[src/conv_consts.svh]
// convolution unit constants
`ifndef CONV_CONSTS_SVH
`define CONV_CONSTS_SVH

// pixel and weight width
`define CONV_DATA_W 8

// accumulator and result width, sums wrap here
`define CONV_ACC_W 24

// datapath count and largest kernel width
`define CONV_KW_MAX 3

// multiplier pipeline depth in enabled cycles
`define CONV_MUL_DELAY 2

`endif
[src/conv_pkg.sv]
// convolution unit types
`include "conv_consts.svh"

package conv_pkg;

    // signed input pixel
    typedef logic signed [`CONV_DATA_W-1:0] pixel_t;

    // signed kernel tap
    typedef logic signed [`CONV_DATA_W-1:0] weight_t;

    // wrapping partial and final sum
    typedef logic signed [`CONV_ACC_W-1:0] acc_t;

    // kernel width minus one
    typedef logic [1:0] kw_t;

    // row sequencing
    typedef enum logic [1:0] {
        IDLE,
        FILL,
        RUN
    } ctrl_state_e;

endpackage

[src/conv_unit.sv]
// 1-d convolution unit top level
`include "conv_consts.svh"

module conv_unit (
    input  logic              aclk,
    input  logic              reset,
    input  logic              aclken,
    input  logic              start,
    input  conv_pkg::kw_t     kernel_w_1,
    input  logic              s_valid,
    input  conv_pkg::pixel_t  s_data_pixels,
    input  conv_pkg::weight_t s_data_weights [0:`CONV_KW_MAX-1],
    input  logic              s_last,
    input  logic              s_block_last,
    output logic              m_valid,
    output conv_pkg::acc_t    m_data,
    output logic              m_last
);

    // controller outputs
    conv_pkg::kw_t kw_1;
    // row sequencing strobes
    logic          clear;
    logic          emit_en;

    // column tracking
    logic          col_done;
    logic          primed;

    // multiplier to accumulator
    conv_pkg::acc_t prod [0:`CONV_KW_MAX-1];
    logic           p_valid;
    logic           p_last;
    logic           p_block_last;

    // accumulator back to controller
    logic           row_done;

    // accepted column-end beat
    assign col_done = s_valid && aclken && s_last;

    conv_ctrl u_ctrl (
        .aclk       (aclk),
        .reset      (reset),
        .aclken     (aclken),
        .start      (start),
        .kernel_w_1 (kernel_w_1),
        .primed     (primed),
        .row_done   (row_done),
        .kw_1       (kw_1),
        .busy       (),
        .clear      (clear),
        .emit_en    (emit_en)
    );

    column_counter u_counter (
        .aclk     (aclk),
        .reset    (reset),
        .aclken   (aclken),
        .clear    (clear),
        .col_done (col_done),
        .kw_1     (kw_1),
        .primed   (primed)
    );

    tap_multiplier #(
        .MUL_DELAY (`CONV_MUL_DELAY)
    ) u_mul (
        .aclk           (aclk),
        .reset          (reset),
        .aclken         (aclken),
        .s_valid        (s_valid),
        .s_last         (s_last),
        .s_block_last   (s_block_last),
        .s_data_pixels  (s_data_pixels),
        .s_data_weights (s_data_weights),
        .prod           (prod),
        .p_valid        (p_valid),
        .p_last         (p_last),
        .p_block_last   (p_block_last)
    );

    snake_accumulator u_acc (
        .aclk         (aclk),
        .reset        (reset),
        .aclken       (aclken),
        .clear        (clear),
        .emit_en      (emit_en),
        .p_valid      (p_valid),
        .p_last       (p_last),
        .p_block_last (p_block_last),
        .prod         (prod),
        .kw_1         (kw_1),
        .m_valid      (m_valid),
        .m_last       (m_last),
        .row_done     (row_done),
        .m_data       (m_data)
    );

endmodule

[src/snake_accumulator.sv]
// snaking accumulators and output register
`include "conv_consts.svh"

module snake_accumulator (
    input  logic           aclk,
    input  logic           reset,
    input  logic           aclken,
    input  logic           clear,
    input  logic           emit_en,
    input  logic           p_valid,
    input  logic           p_last,
    input  logic           p_block_last,
    input  conv_pkg::acc_t prod [0:`CONV_KW_MAX-1],
    input  conv_pkg::kw_t  kw_1,
    output logic           m_valid,
    output logic           m_last,
    output logic           row_done,
    output conv_pkg::acc_t m_data
);

    // running sum, column handoff and next sum per datapath
    conv_pkg::acc_t acc   [0:`CONV_KW_MAX-1];
    conv_pkg::acc_t carry [0:`CONV_KW_MAX-1];
    conv_pkg::acc_t sum   [0:`CONV_KW_MAX-1];

    // inside a column, past its first beat
    logic mid_col;
    // emit decision, taken once per column
    logic emit_q;
    logic col_emit;
    logic emit_now;
    // column finished last enabled cycle
    logic fin_valid;
    logic fin_last;
    logic fin_emit;

    for (genvar k = 0; k < `CONV_KW_MAX; k++) begin : g_dp
        conv_pkg::acc_t base;
        conv_pkg::acc_t acc_q;
        conv_pkg::acc_t carry_q;

        // seed for a new column
        if (k == 0) begin : g_head
            assign base = '0;
        end else begin : g_chain
            // left neighbour's sum from the previous column
            assign base = carry[k-1];
        end

        assign sum[k]   = (mid_col ? acc_q : base) + prod[k];
        assign acc[k]   = acc_q;
        assign carry[k] = carry_q;

        always_ff @(posedge aclk) begin
            if (aclken) begin
                if (p_valid) begin
                    acc_q <= sum[k];
                end
                // new row starts without history
                if (clear) begin
                    carry_q <= '0;
                end else if (p_valid && p_last) begin
                    carry_q <= sum[k];
                end
            end
        end
    end

    // a column that starts after the fill gets to emit
    // emit_q lags one cycle so the priming column is left out
    assign emit_now = mid_col ? col_emit : emit_q;

    always_ff @(posedge aclk) begin
        if (reset) begin
            mid_col   <= 1'b0;
            emit_q    <= 1'b0;
            col_emit  <= 1'b0;
            fin_valid <= 1'b0;
            fin_last  <= 1'b0;
            fin_emit  <= 1'b0;
            m_valid   <= 1'b0;
            m_last    <= 1'b0;
        end else if (aclken) begin
            emit_q <= emit_en;
            if (p_valid) begin
                mid_col <= !p_last;
                if (!mid_col) begin
                    col_emit <= emit_q;
                end
            end
            // accumulate stage done
            fin_valid <= p_valid && p_last;
            fin_last  <= p_valid && p_last && p_block_last;
            fin_emit  <= emit_now;
            // output stage
            m_valid   <= fin_valid && fin_emit;
            m_last    <= fin_valid && fin_emit && fin_last;
        end
    end

    // rightmost active datapath holds the full kernel sum
    always_ff @(posedge aclk) begin
        if (aclken && fin_valid && fin_emit) begin
            m_data <= acc[kw_1];
        end
    end

    // final column of the row has been summed
    assign row_done = fin_last;

    a_emit_gated : assert property (
        @(posedge aclk) disable iff (reset)
        $rose(m_valid) |-> $past(emit_en)
    ) else $error("snake_accumulator: result emitted outside RUN");

endmodule

[src/tap_multiplier.sv]
// per-tap multiplier pipeline
`include "conv_consts.svh"

module tap_multiplier #(
    parameter int MUL_DELAY = `CONV_MUL_DELAY
) (
    input  logic              aclk,
    input  logic              reset,
    input  logic              aclken,
    input  logic              s_valid,
    input  logic              s_last,
    input  logic              s_block_last,
    input  conv_pkg::pixel_t  s_data_pixels,
    input  conv_pkg::weight_t s_data_weights [0:`CONV_KW_MAX-1],
    output conv_pkg::acc_t    prod [0:`CONV_KW_MAX-1],
    output logic              p_valid,
    output logic              p_last,
    output logic              p_block_last
);

    // full-width products before the first stage
    conv_pkg::acc_t mul_in [0:`CONV_KW_MAX-1];

    // product stages, one row of taps per stage
    conv_pkg::acc_t prod_pipe [0:MUL_DELAY-1][0:`CONV_KW_MAX-1];

    // beat flags kept in step with the products
    logic [MUL_DELAY-1:0] valid_pipe;
    logic [MUL_DELAY-1:0] last_pipe;
    logic [MUL_DELAY-1:0] block_last_pipe;

    // same pixel against every tap
    // sign extension first, so the wrap matches the accumulator
    for (genvar k = 0; k < `CONV_KW_MAX; k++) begin : g_tap
        assign mul_in[k] = conv_pkg::acc_t'(s_data_pixels)
                         * conv_pkg::acc_t'(s_data_weights[k]);
    end

    always_ff @(posedge aclk) begin
        if (aclken) begin
            prod_pipe[0] <= mul_in;
            for (int s = 1; s < MUL_DELAY; s++) begin
                prod_pipe[s] <= prod_pipe[s-1];
            end
        end
    end

    always_ff @(posedge aclk) begin
        if (reset) begin
            valid_pipe      <= '0;
            last_pipe       <= '0;
            block_last_pipe <= '0;
        end else if (aclken) begin
            valid_pipe[0]      <= s_valid;
            last_pipe[0]       <= s_last;
            block_last_pipe[0] <= s_block_last;
            for (int s = 1; s < MUL_DELAY; s++) begin
                valid_pipe[s]      <= valid_pipe[s-1];
                last_pipe[s]       <= last_pipe[s-1];
                block_last_pipe[s] <= block_last_pipe[s-1];
            end
        end
    end

    // last stage drives the accumulator
    assign prod         = prod_pipe[MUL_DELAY-1];
    assign p_valid      = valid_pipe[MUL_DELAY-1];
    assign p_last       = last_pipe[MUL_DELAY-1];
    assign p_block_last = block_last_pipe[MUL_DELAY-1];

    a_p_valid_known : assert property (
        @(posedge aclk) disable iff (reset)
        !$isunknown(p_valid)
    ) else $error("tap_multiplier: p_valid is unknown");

endmodule

[src/conv_ctrl.sv]
// row controller
`include "conv_consts.svh"

module conv_ctrl (
    input  logic          aclk,
    input  logic          reset,
    input  logic          aclken,
    input  logic          start,
    input  conv_pkg::kw_t kernel_w_1,
    input  logic          primed,
    input  logic          row_done,
    output conv_pkg::kw_t kw_1,
    output logic          busy,
    output logic          clear,
    output logic          emit_en
);

    conv_pkg::ctrl_state_e state;

    always_ff @(posedge aclk) begin
        if (reset) begin
            state <= conv_pkg::IDLE;
            kw_1  <= '0;
            clear <= 1'b0;
        end else if (aclken) begin
            // clear is a single enabled-cycle strobe
            clear <= 1'b0;
            case (state)
                conv_pkg::IDLE: begin
                    // new row, hold the kernel width for the whole row
                    if (start) begin
                        state <= conv_pkg::FILL;
                        kw_1  <= kernel_w_1;
                        clear <= 1'b1;
                    end
                end
                conv_pkg::FILL: begin
                    // wait for the first kw_1 columns to seed the carries
                    if (primed) begin
                        state <= conv_pkg::RUN;
                    end
                end
                conv_pkg::RUN: begin
                    // last column of the row has been summed
                    if (row_done) begin
                        state <= conv_pkg::IDLE;
                    end
                end
                default: begin
                    state <= conv_pkg::IDLE;
                end
            endcase
        end
    end

    // status outputs straight from the state
    assign busy    = (state != conv_pkg::IDLE);
    assign emit_en = (state == conv_pkg::RUN);

    // the accumulator picks its output datapath with kw_1
    a_kw_in_range : assert property (
        @(posedge aclk) disable iff (reset)
        busy |-> (kw_1 < `CONV_KW_MAX)
    ) else $error("conv_ctrl: kernel width %0d exceeds datapaths", kw_1 + 1);

endmodule

[src/column_counter.sv]
// finished column counter
module column_counter (
    input  logic          aclk,
    input  logic          reset,
    input  logic          aclken,
    input  logic          clear,
    input  logic          col_done,
    input  conv_pkg::kw_t kw_1,
    output logic          primed
);

    // columns completed since the row started, saturates at kw_1
    conv_pkg::kw_t count;

    always_ff @(posedge aclk) begin
        if (reset) begin
            count <= '0;
        end else if (aclken) begin
            if (clear) begin
                count <= '0;
            end else if (col_done && (count < kw_1)) begin
                count <= count + 2'd1;
            end
        end
    end

    // count still holds the previous row during clear
    // 1x1 needs no history, so it is primed straight away
    assign primed = clear ? (kw_1 == '0) : (count >= kw_1);

    // a row must not finish a column on the cycle it is cleared
    a_no_col_during_clear : assert property (
        @(posedge aclk) disable iff (reset)
        (aclken && clear) |-> !col_done
    ) else $error("column_counter: col_done while clear is high");

endmodule

[config.mk]
export PLATFORM = sky130hd
export DESIGN_NAME = conv_unit
export DESIGN_NICKNAME = d
export VERILOG_FILES = /design/src/conv_pkg.sv /design/src/conv_unit.sv /design/src/snake_accumulator.sv /design/src/tap_multiplier.sv /design/src/conv_ctrl.sv /design/src/column_counter.sv
export VERILOG_INCLUDE_DIRS = /design/src
export SDC_FILE = /design/constraint.sdc
export NUM_CORES = 1
export LEC_CHECK = 0
export ABC_AREA = 1
export BUFFER_PORTS_ARGS = -buffer_cell sky130_fd_sc_hd__buf_2
export CORE_ASPECT_RATIO = 1.2
export CORE_MARGIN = 8
export CORE_UTILIZATION = 60
export DETAILED_ROUTE_END_ITERATION = 8
export MAX_ROUTING_LAYER = met4
export PLACE_DENSITY_LB_ADDON = 0.08
export SLEW_MARGIN = 20
export SYNTH_ARGS = -nofsm -noshare
export SYNTH_HDL_FRONTEND = slang
export SYNTH_SLANG_ARGS = --single-unit
[constraint.sdc]
create_clock -name aclk -period 5.4 [get_ports aclk]
set_input_delay 0.54 -clock aclk [delete_from_list [all_inputs] [get_ports aclk]]
set_output_delay 0.54 -clock aclk [all_outputs]
set_load 0.02 [all_outputs]
==> flow_metrics.py, run 1 <==
metrics = {
    "clocking": {
        "cts_num_sinks": 261,
        "cts-root-buf": "clkbuf_16",
        "clock_latency_ps": 530,
        "cts_setup_buffers": 0,
        "numCtsBuffers": 26,
        "path_clk_slew_ps": 70,
        "cts_hold_buf": 0,
        "htreeDepth": 1,
        "clock_path_buffers": 3,
        "cts.repair.resized": 0,
        "cts_tree": "built",
    },
    "critical_path": {
        "critical_path.max_stage_delay_ps": 740,
        "path_delay_family": "adder cells",
        "critPathKind": "in2reg",
        "path_buf_inv": 6,
        "crit_path_end_kind": "register",
        "required_ps": 5680,
        "arrival_ps": 4550,
        "critPathLaunchType": "primary input",
        "crit_chain": "buf_2, nand2_1, fa_1, inv_1, fa_1, inv_1, fa_1, inv_1, fa_1, ha_1, inv_1, nor3_1, nand3_1, nand3_1, inv_1, nand2_1, nand2_1",
        "critPathMaxFanout": 24,
        "cp_slowest_cell": "fa_1",
        "worst_path_most_repeated_cell": "inv_1",
    },
    "floorplanning": {
        "fp.dieH_um": 228,
        "core-area_um2": 37000,
        "dieWidth_um": 193,
        "io_pins": 67,
        "rows": 77,
        "initial_core_util": 0.609,
        "die_area_um2": 44000,
    },
    "cells_and_area": {
        "drive_gt1_frac": 0.0482,
        "area_growth_pct": 7.36,
        "final_nets": 3231,
        "finalNonFillerCells": 3360,
        "final_util": 0.654,
    },
    "routing": {
        "vias": 17300,
        "drtIter0Drc": 1226,
        "dr.pass1.iters": 5,
        "wl_per_cell_um": 15.7,
        "drcViolationCount": 0,
        "antenna_left": 0,
        "via_per_inst": 5.16,
        "totalWireLength_um": 52900,
    },
    "synth": {
        "yosysWarnings": 0,
        "synthArstFlopShare": 0,
        "synth_ff_type": "edfxtp_1",
        "ys_top_cells_by_area": "edfxtp_1 32%, fa_1 15%, nand2_1 12%",
        "syn_inst": 2835,
        "synth-seq-cells": 261,
        "synth-edff-count": 240,
        "ys_types": 40,
        "synth_top_area_share": 0.320,
        "synth_largest_area_cell": "edfxtp_1",
        "yosysSeqAreaShare": 0.338,
        "syn_area_um2": 22500,
        "syn_nets": 3202,
        "synth_common_cells": "744 x nand2_1, 718 x inv_1, 240 x edfxtp_1",
        "syn_area_per_cell_um2": 7.95,
        "yosysMostFrequentCell": "nand2_1",
    },
    "global_routing": {
        "grt_pass1_vias": 17800,
        "gr-total-overflow": 0,
        "grt_max_degree": 82,
        "grt_use_total": 0.252,
        "grt_pass1_wl_um": 86900,
        "antenna_found_initial": 2,
    },
    "min_path": {
        "min_path_type": "in2reg",
    },
    "timing": {
        "fin_skew_ps": 12.5,
        "rsz0062_at_grt": "false",
        "setup-violations-final": 0,
        "period_needed_ps": 4270,
        "timing.final.max_slew_violations": 0,
        "finalHoldViolCount": 0,
        "max-slew-margin-rel": 0.280,
        "worstMarginPinSlew_ps": 1080,
        "max_freq_ghz": 0.234,
        "post-route-period-util": 0.791,
        "setup_tns_ps": 0,
    },
    "job": {
        "cap_violations": 0,
    },
    "outcome": {
        "outcome": "finished clean",
    },
    "power": {
        "vdd_drop_max_v": 0.000276,
        "leakagePower_uw": 0.0128,
        "p_per_area_nw_per_um2": 409,
    },
    "placement": {
        "gp_congestion": 1.02,
        "io_buffers": 66,
        "hpwl_um": 42400,
        "placed_cells": 3310,
    },
}
[stage by stage]
step / total power (uW) / instance area, um^2 / hold slack, ps / setup slack, ps
after floorplan: 6800 / 22500 / 400 / 992
after CTS: 9960 / 24200 / 237 / 1150
final: 9900 / 24200 / 251 / 1130
after detailed placement: 7960 / 23200 / 405 / 586
after global routing: 10800 / 24200 / 269 / 879
after global placement: 7860 / 23200 / 400 / 657
[kinds of logic (layout without fill, tap and decap cells)]
| family | count (synthesis) | after routing | share of synthesized area |
|---|---|---|---|
| AOI/OAI and AO/OA | 263 | 263 | 0.0618 |
| adders and majority gates | 326 | 326 | 0.237 |
| buffers and inverters | 791 | 840 | 0.133 |
| and+or+nand+nor | 1110 | 1110 | 0.197 |
| DFF | 261 | 261 | 0.338 |
| xor gates and xnor gates | 82 | 82 | 0.0322 |
| other | 0 | 2 | 0 |
| muxes | 2 | 2 | 0.000944 |
[flip-flops by register name, indices dropped and copies added (netlist names), 2 cells and up]
| name | cells |
|---|---|
| u_mul.prod_pipe | 96 |
| u_acc.g_dp.acc_q | 72 |
| u_acc.g_dp.carry_q | 48 |
| u_acc.m_data | 24 |
| u_counter.count | 2 |
| u_ctrl.kw_1 | 2 |
| u_ctrl.state | 2 |
| u_mul.block_last_pipe | 2 |
| u_mul.last_pipe | 2 |
| u_mul.valid_pipe | 2 |
[layout make-up]
type                       instances  area [um^2]
multi-input combinational       1783        11900
clock buffer                      28          679
antenna                            2         5.00
fill                            3244        12800
clock inverter                    20          269
timing repair buffer              74          405
tap                              474          593
inverter                         718         2700
sequential                       261         7630
[where the power goes]
part | internal (uW) | switching, uW
Sequential | 2880 | 158
Combinational | 1810 | 3080
Clock | 1200 | 774
[final timing paths]
path / startpoint / endpoint / slack, ps / cells after the start
min: s_block_last / u_mul.block_last_pipe[0]$_SDFFE_PP0P_ / 250 / 3
min reg2reg: u_mul.prod_pipe[0][29]$_DFFE_PP_ / u_mul.prod_pipe[0][101]$_DFFE_PP_ / 420 / 0
max: s_data_pixels[7] / u_mul.prod_pipe[0][47]$_DFFE_PP_ / 1130 / 17
max reg2reg: u_acc.mid_col$_SDFFE_PP0P_ / u_acc.g_dp[0].carry_q[16]$_SDFFCE_PP0P_ / 2340 / 15
[layer usage]
layer	wire [um]	part of all wire	global-route usage	up-vias
li1	-	-	-	8720
met1	21800	0.41	0.296	8129
met2	27300	0.52	0.449	409
met3	1930	0.037	0.0177	91
met4	1790	0.034	0.0879	0
met5	0	0	-	-
[worst min-delay path: stages]
cell and delay (ps):
buf_2 70, nor2_1 30, nor2_1 90
[cells in the final DEF, fill, tap and decap left out, drive strengths merged]
master / netlist / final
a21boi: 1 / 1
a21o: 3 / 3
a21oi: 146 / 146
a31oi: 4 / 4
and2: 4 / 4
buf: 21 / 74
bufinv: 0 / 6
clkbuf: 52 / 28
clkinv: 0 / 8
clkinvlp: 0 / 5
dfxtp: 21 / 21
diode: 0 / 2
edfxtp: 240 / 240
fa: 168 / 168
ha: 158 / 158
inv: 718 / 719
mux2: 1 / 1
mux2i: 1 / 1
nand2: 746 / 746
nand2b: 1 / 1
nand3: 70 / 70
nand3b: 9 / 9
nand4: 31 / 31
nor2: 233 / 233
nor3: 14 / 14
o2111ai: 2 / 2
o211ai: 1 / 1
o21a: 1 / 1
o21ai: 76 / 76
o21bai: 6 / 6
o22ai: 22 / 22
o32ai: 1 / 1
or2: 2 / 2
xnor2: 47 / 47
xor2: 35 / 35
Note: power is estimated with default switching activity, not from simulation.
==> run 2, diff against run 1 <==
==> constraint.sdc (replaced) <==
create_clock -name aclk -period 4.3 [get_ports aclk]
set_input_delay 0.43 -clock aclk [delete_from_list [all_inputs] [get_ports aclk]]
set_output_delay 0.43 -clock aclk [all_outputs]
set_load 0.02 [all_outputs]
==> run 2 against run 1 <==
Net effect:
- clock-buffer cell count up 2
- non-clock buffer count up 72
- worst hold slack worse by 130 ps
- critical path type unchanged
==> flow_metrics.py, run 2 (synthesis gave the netlist of run 1 again) <==
metrics = {
    "outcome": {
        "outcome": "finished clean",
    },
    "global_routing": {
        "globalRoute.busiestLayer": "met2",
        "grt_max_degree": 77,
        "antenna_found_initial": 0,
        "grt_pass1_vias": 17600,
        "grt_pass1_wl_um": 87200,
        "gr-total-overflow": 0,
        "grtUsageMet1": 0.306,
        "grt_use_total": 0.254,
        "use_met2": 0.444,
        "grt_use_met3": 0.0140,
    },
    "critical_path": {
        "r2r_end": "u_acc.g_dp[1].carry_q[20]$_SDFFCE_PP0P_",
        "path_buf_inv": 4,
        "path_delay_family": "adder cells",
        "reg2regPathDepth": 13,
        "r2r_setup_slack_ps": 1210,
        "cp_slowest_cell": "fa_1",
        "critical_path.max_stage_delay_ps": 550,
        "path_depth": 16,
        "required_ps": 4580,
        "startpoint": "s_data_pixels[5]",
        "critPathMaxFanout": 17,
        "critPathKind": "in2reg",
        "crit_path_end_kind": "register",
        "worst_path_most_repeated_cell": "fa_1",
        "cp-endpoint": "u_mul.prod_pipe[0][12]$_DFFE_PP_",
        "arrival_ps": 4170,
        "reg2reg_from": "u_acc.mid_col$_SDFFE_PP0P_",
        "critPathLaunchType": "primary input",
        "crit_chain": "buf_2, nand2_1, fa_1, inv_1, fa_1, fa_1, inv_1, fa_1, inv_1, ha_1, nand2_1, o21ai_0, nor2_1, nor2_1, nor2_1, xor2_1",
    },
    "floorplanning": {
        "fp.dieH_um": 228,
        "rows": 77,
        "die_area_um2": 44000,
        "dieWidth_um": 193,
        "initial_core_util": 0.609,
        "core-area_um2": 37000,
        "io_pins": 67,
    },
    "timing": {
        "rsz0062_at_grt": "false",
        "finalHoldViolCount": 0,
        "period_needed_ps": 3880,
        "max_freq_ghz": 0.258,
        "max-slew-margin-rel": 0.258,
        "hold_ws_ps": 123,
        "setup-violations-final": 0,
        "fin_skew_ps": 11.9,
        "timing.final.max_slew_violations": 0,
        "post-route-period-util": 0.903,
        "fin_ws_ps": 417,
        "worstMarginPinSlew_ps": 1110,
    },
    "power": {
        "leakagePower_uw": 0.0132,
        "p_per_area_nw_per_um2": 531,
        "vdd_drop_max_v": 0.000396,
        "total_power_uw": 13100,
    },
    "clocking": {
        "cts_setup_buffers": 0,
        "path_clk_slew_ps": 60,
        "cts_num_sinks": 261,
        "clock_path_buffers": 3,
        "cts-root-buf": "clkbuf_16",
        "cts_tree": "built",
        "clock_latency_ps": 540,
        "cts_hold_buf": 0,
        "htreeDepth": 1,
        "cts.repair.resized": 0,
        "numCtsBuffers": 27,
    },
    "cells_and_area": {
        "largest_reg_flops": 96,
        "antennaDiodeCount": 0,
        "area_growth_pct": 9.78,
        "drive_gt1_frac": 0.0710,
        "top_register": "u_mul.prod_pipe",
        "final_util": 0.669,
        "final_nets": 3304,
        "top_regs": "u_mul.prod_pipe (96), u_acc.g_dp.acc_q (72), u_acc.g_dp.carry_q (48)",
        "layout_commonest_cell": "nand2_1",
        "final_cell_mix": "743 x nand2_1, 717 x inv_1, 240 x edfxtp_1",
    },
    "routing": {
        "vias": 17600,
        "via_per_inst": 5.14,
        "drtIter0Drc": 1089,
        "totalWireLength_um": 53300,
        "wl_per_cell_um": 15.5,
        "drcViolationCount": 0,
        "dr.pass1.iters": 5,
        "antenna_left": 0,
    },
    "job": {
        "cap_violations": 0,
    },
    "placement": {
        "hpwl_um": 43200,
        "io_buffers": 66,
        "gp_congestion": 0.969,
        "place_worst_setup_slack_ps": -136,
    },
    "min_path": {
        "min_path_type": "in2reg",
    },
}
[run 2: changes by cell type in the layout (fill, tap and decap cells not counted), sizes merged]
cell,previous run,this run
buf,74,146
clkbuf,28,30
clkinv,8,7
clkinvlp,5,3
diode,2,0
inv,719,720
[run 2: worst min-delay path by stage]
stage	slack (ps)	depth (start not counted)	start	to
after global placement	400	0	u_mul.prod_pipe[0][52]$_DFFE_PP_	u_mul.prod_pipe[0][124]$_DFFE_PP_
after detailed placement	400	0	u_mul.prod_pipe[0][31]$_DFFE_PP_	u_mul.prod_pipe[0][103]$_DFFE_PP_
after CTS	110	3	s_block_last	u_mul.block_last_pipe[0]$_SDFFE_PP0P_
final	120	3	s_block_last	u_mul.block_last_pipe[0]$_SDFFE_PP0P_
after floorplan	400	0	u_mul.prod_pipe[0][28]$_DFFE_PP_	u_mul.prod_pipe[0][100]$_DFFE_PP_
after global routing	150	3	s_block_last	u_mul.block_last_pipe[0]$_SDFFE_PP0P_
[run 2: final cells by class]
type / instances / area (um^2)
fillers: 3192 / 12300
clock buffers: 30 / 687
multi-input cells: 1783 / 11900
repair buffers: 146 / 946
clock inverters: 18 / 267
inverters: 718 / 2700
flip-flops and latches: 261 / 7630
well taps: 474 / 593
[run 2: power by group]
part	total (uW)	switching [uW]	internal, uW
Clock	2510	987	1520
Combinational	6820	4030	2790
Sequential	3800	189	3610
Total	13100	5210	7930
[run 2: metal layers]
layer | vias up | share of wire
li1 | 8865 | -
met1 | 8210 | 0.41
met2 | 449 | 0.51
met3 | 91 | 0.038
met4 | 0 | 0.039
met5 | - | 0
[run 2: worst register-to-register path, cell delays in order (launching register included)]
cell	delay, ps
dfxtp_4	690
nor2_1	160
a21oi_1	150
ha_1	290
inv_1	140
fa_1	500
nor2_1	160
nor2_1	80
nor2_1	230
nand2_1	110
nand3_1	90
nand2_1	50
nand2_1	80
nor2_1	70
[run 2: stage by stage]
stage	setup TNS [ps]	cell area [um^2]	cells
2_1_floorplan	0	22500	2835
3_3_place_gp	-304	23800	3382
3_5_place_dp	-1100	23800	3382
4_1_cts	0	24700	3430
5_1_grt	0	24700	3430
6_report	0	24700	3430
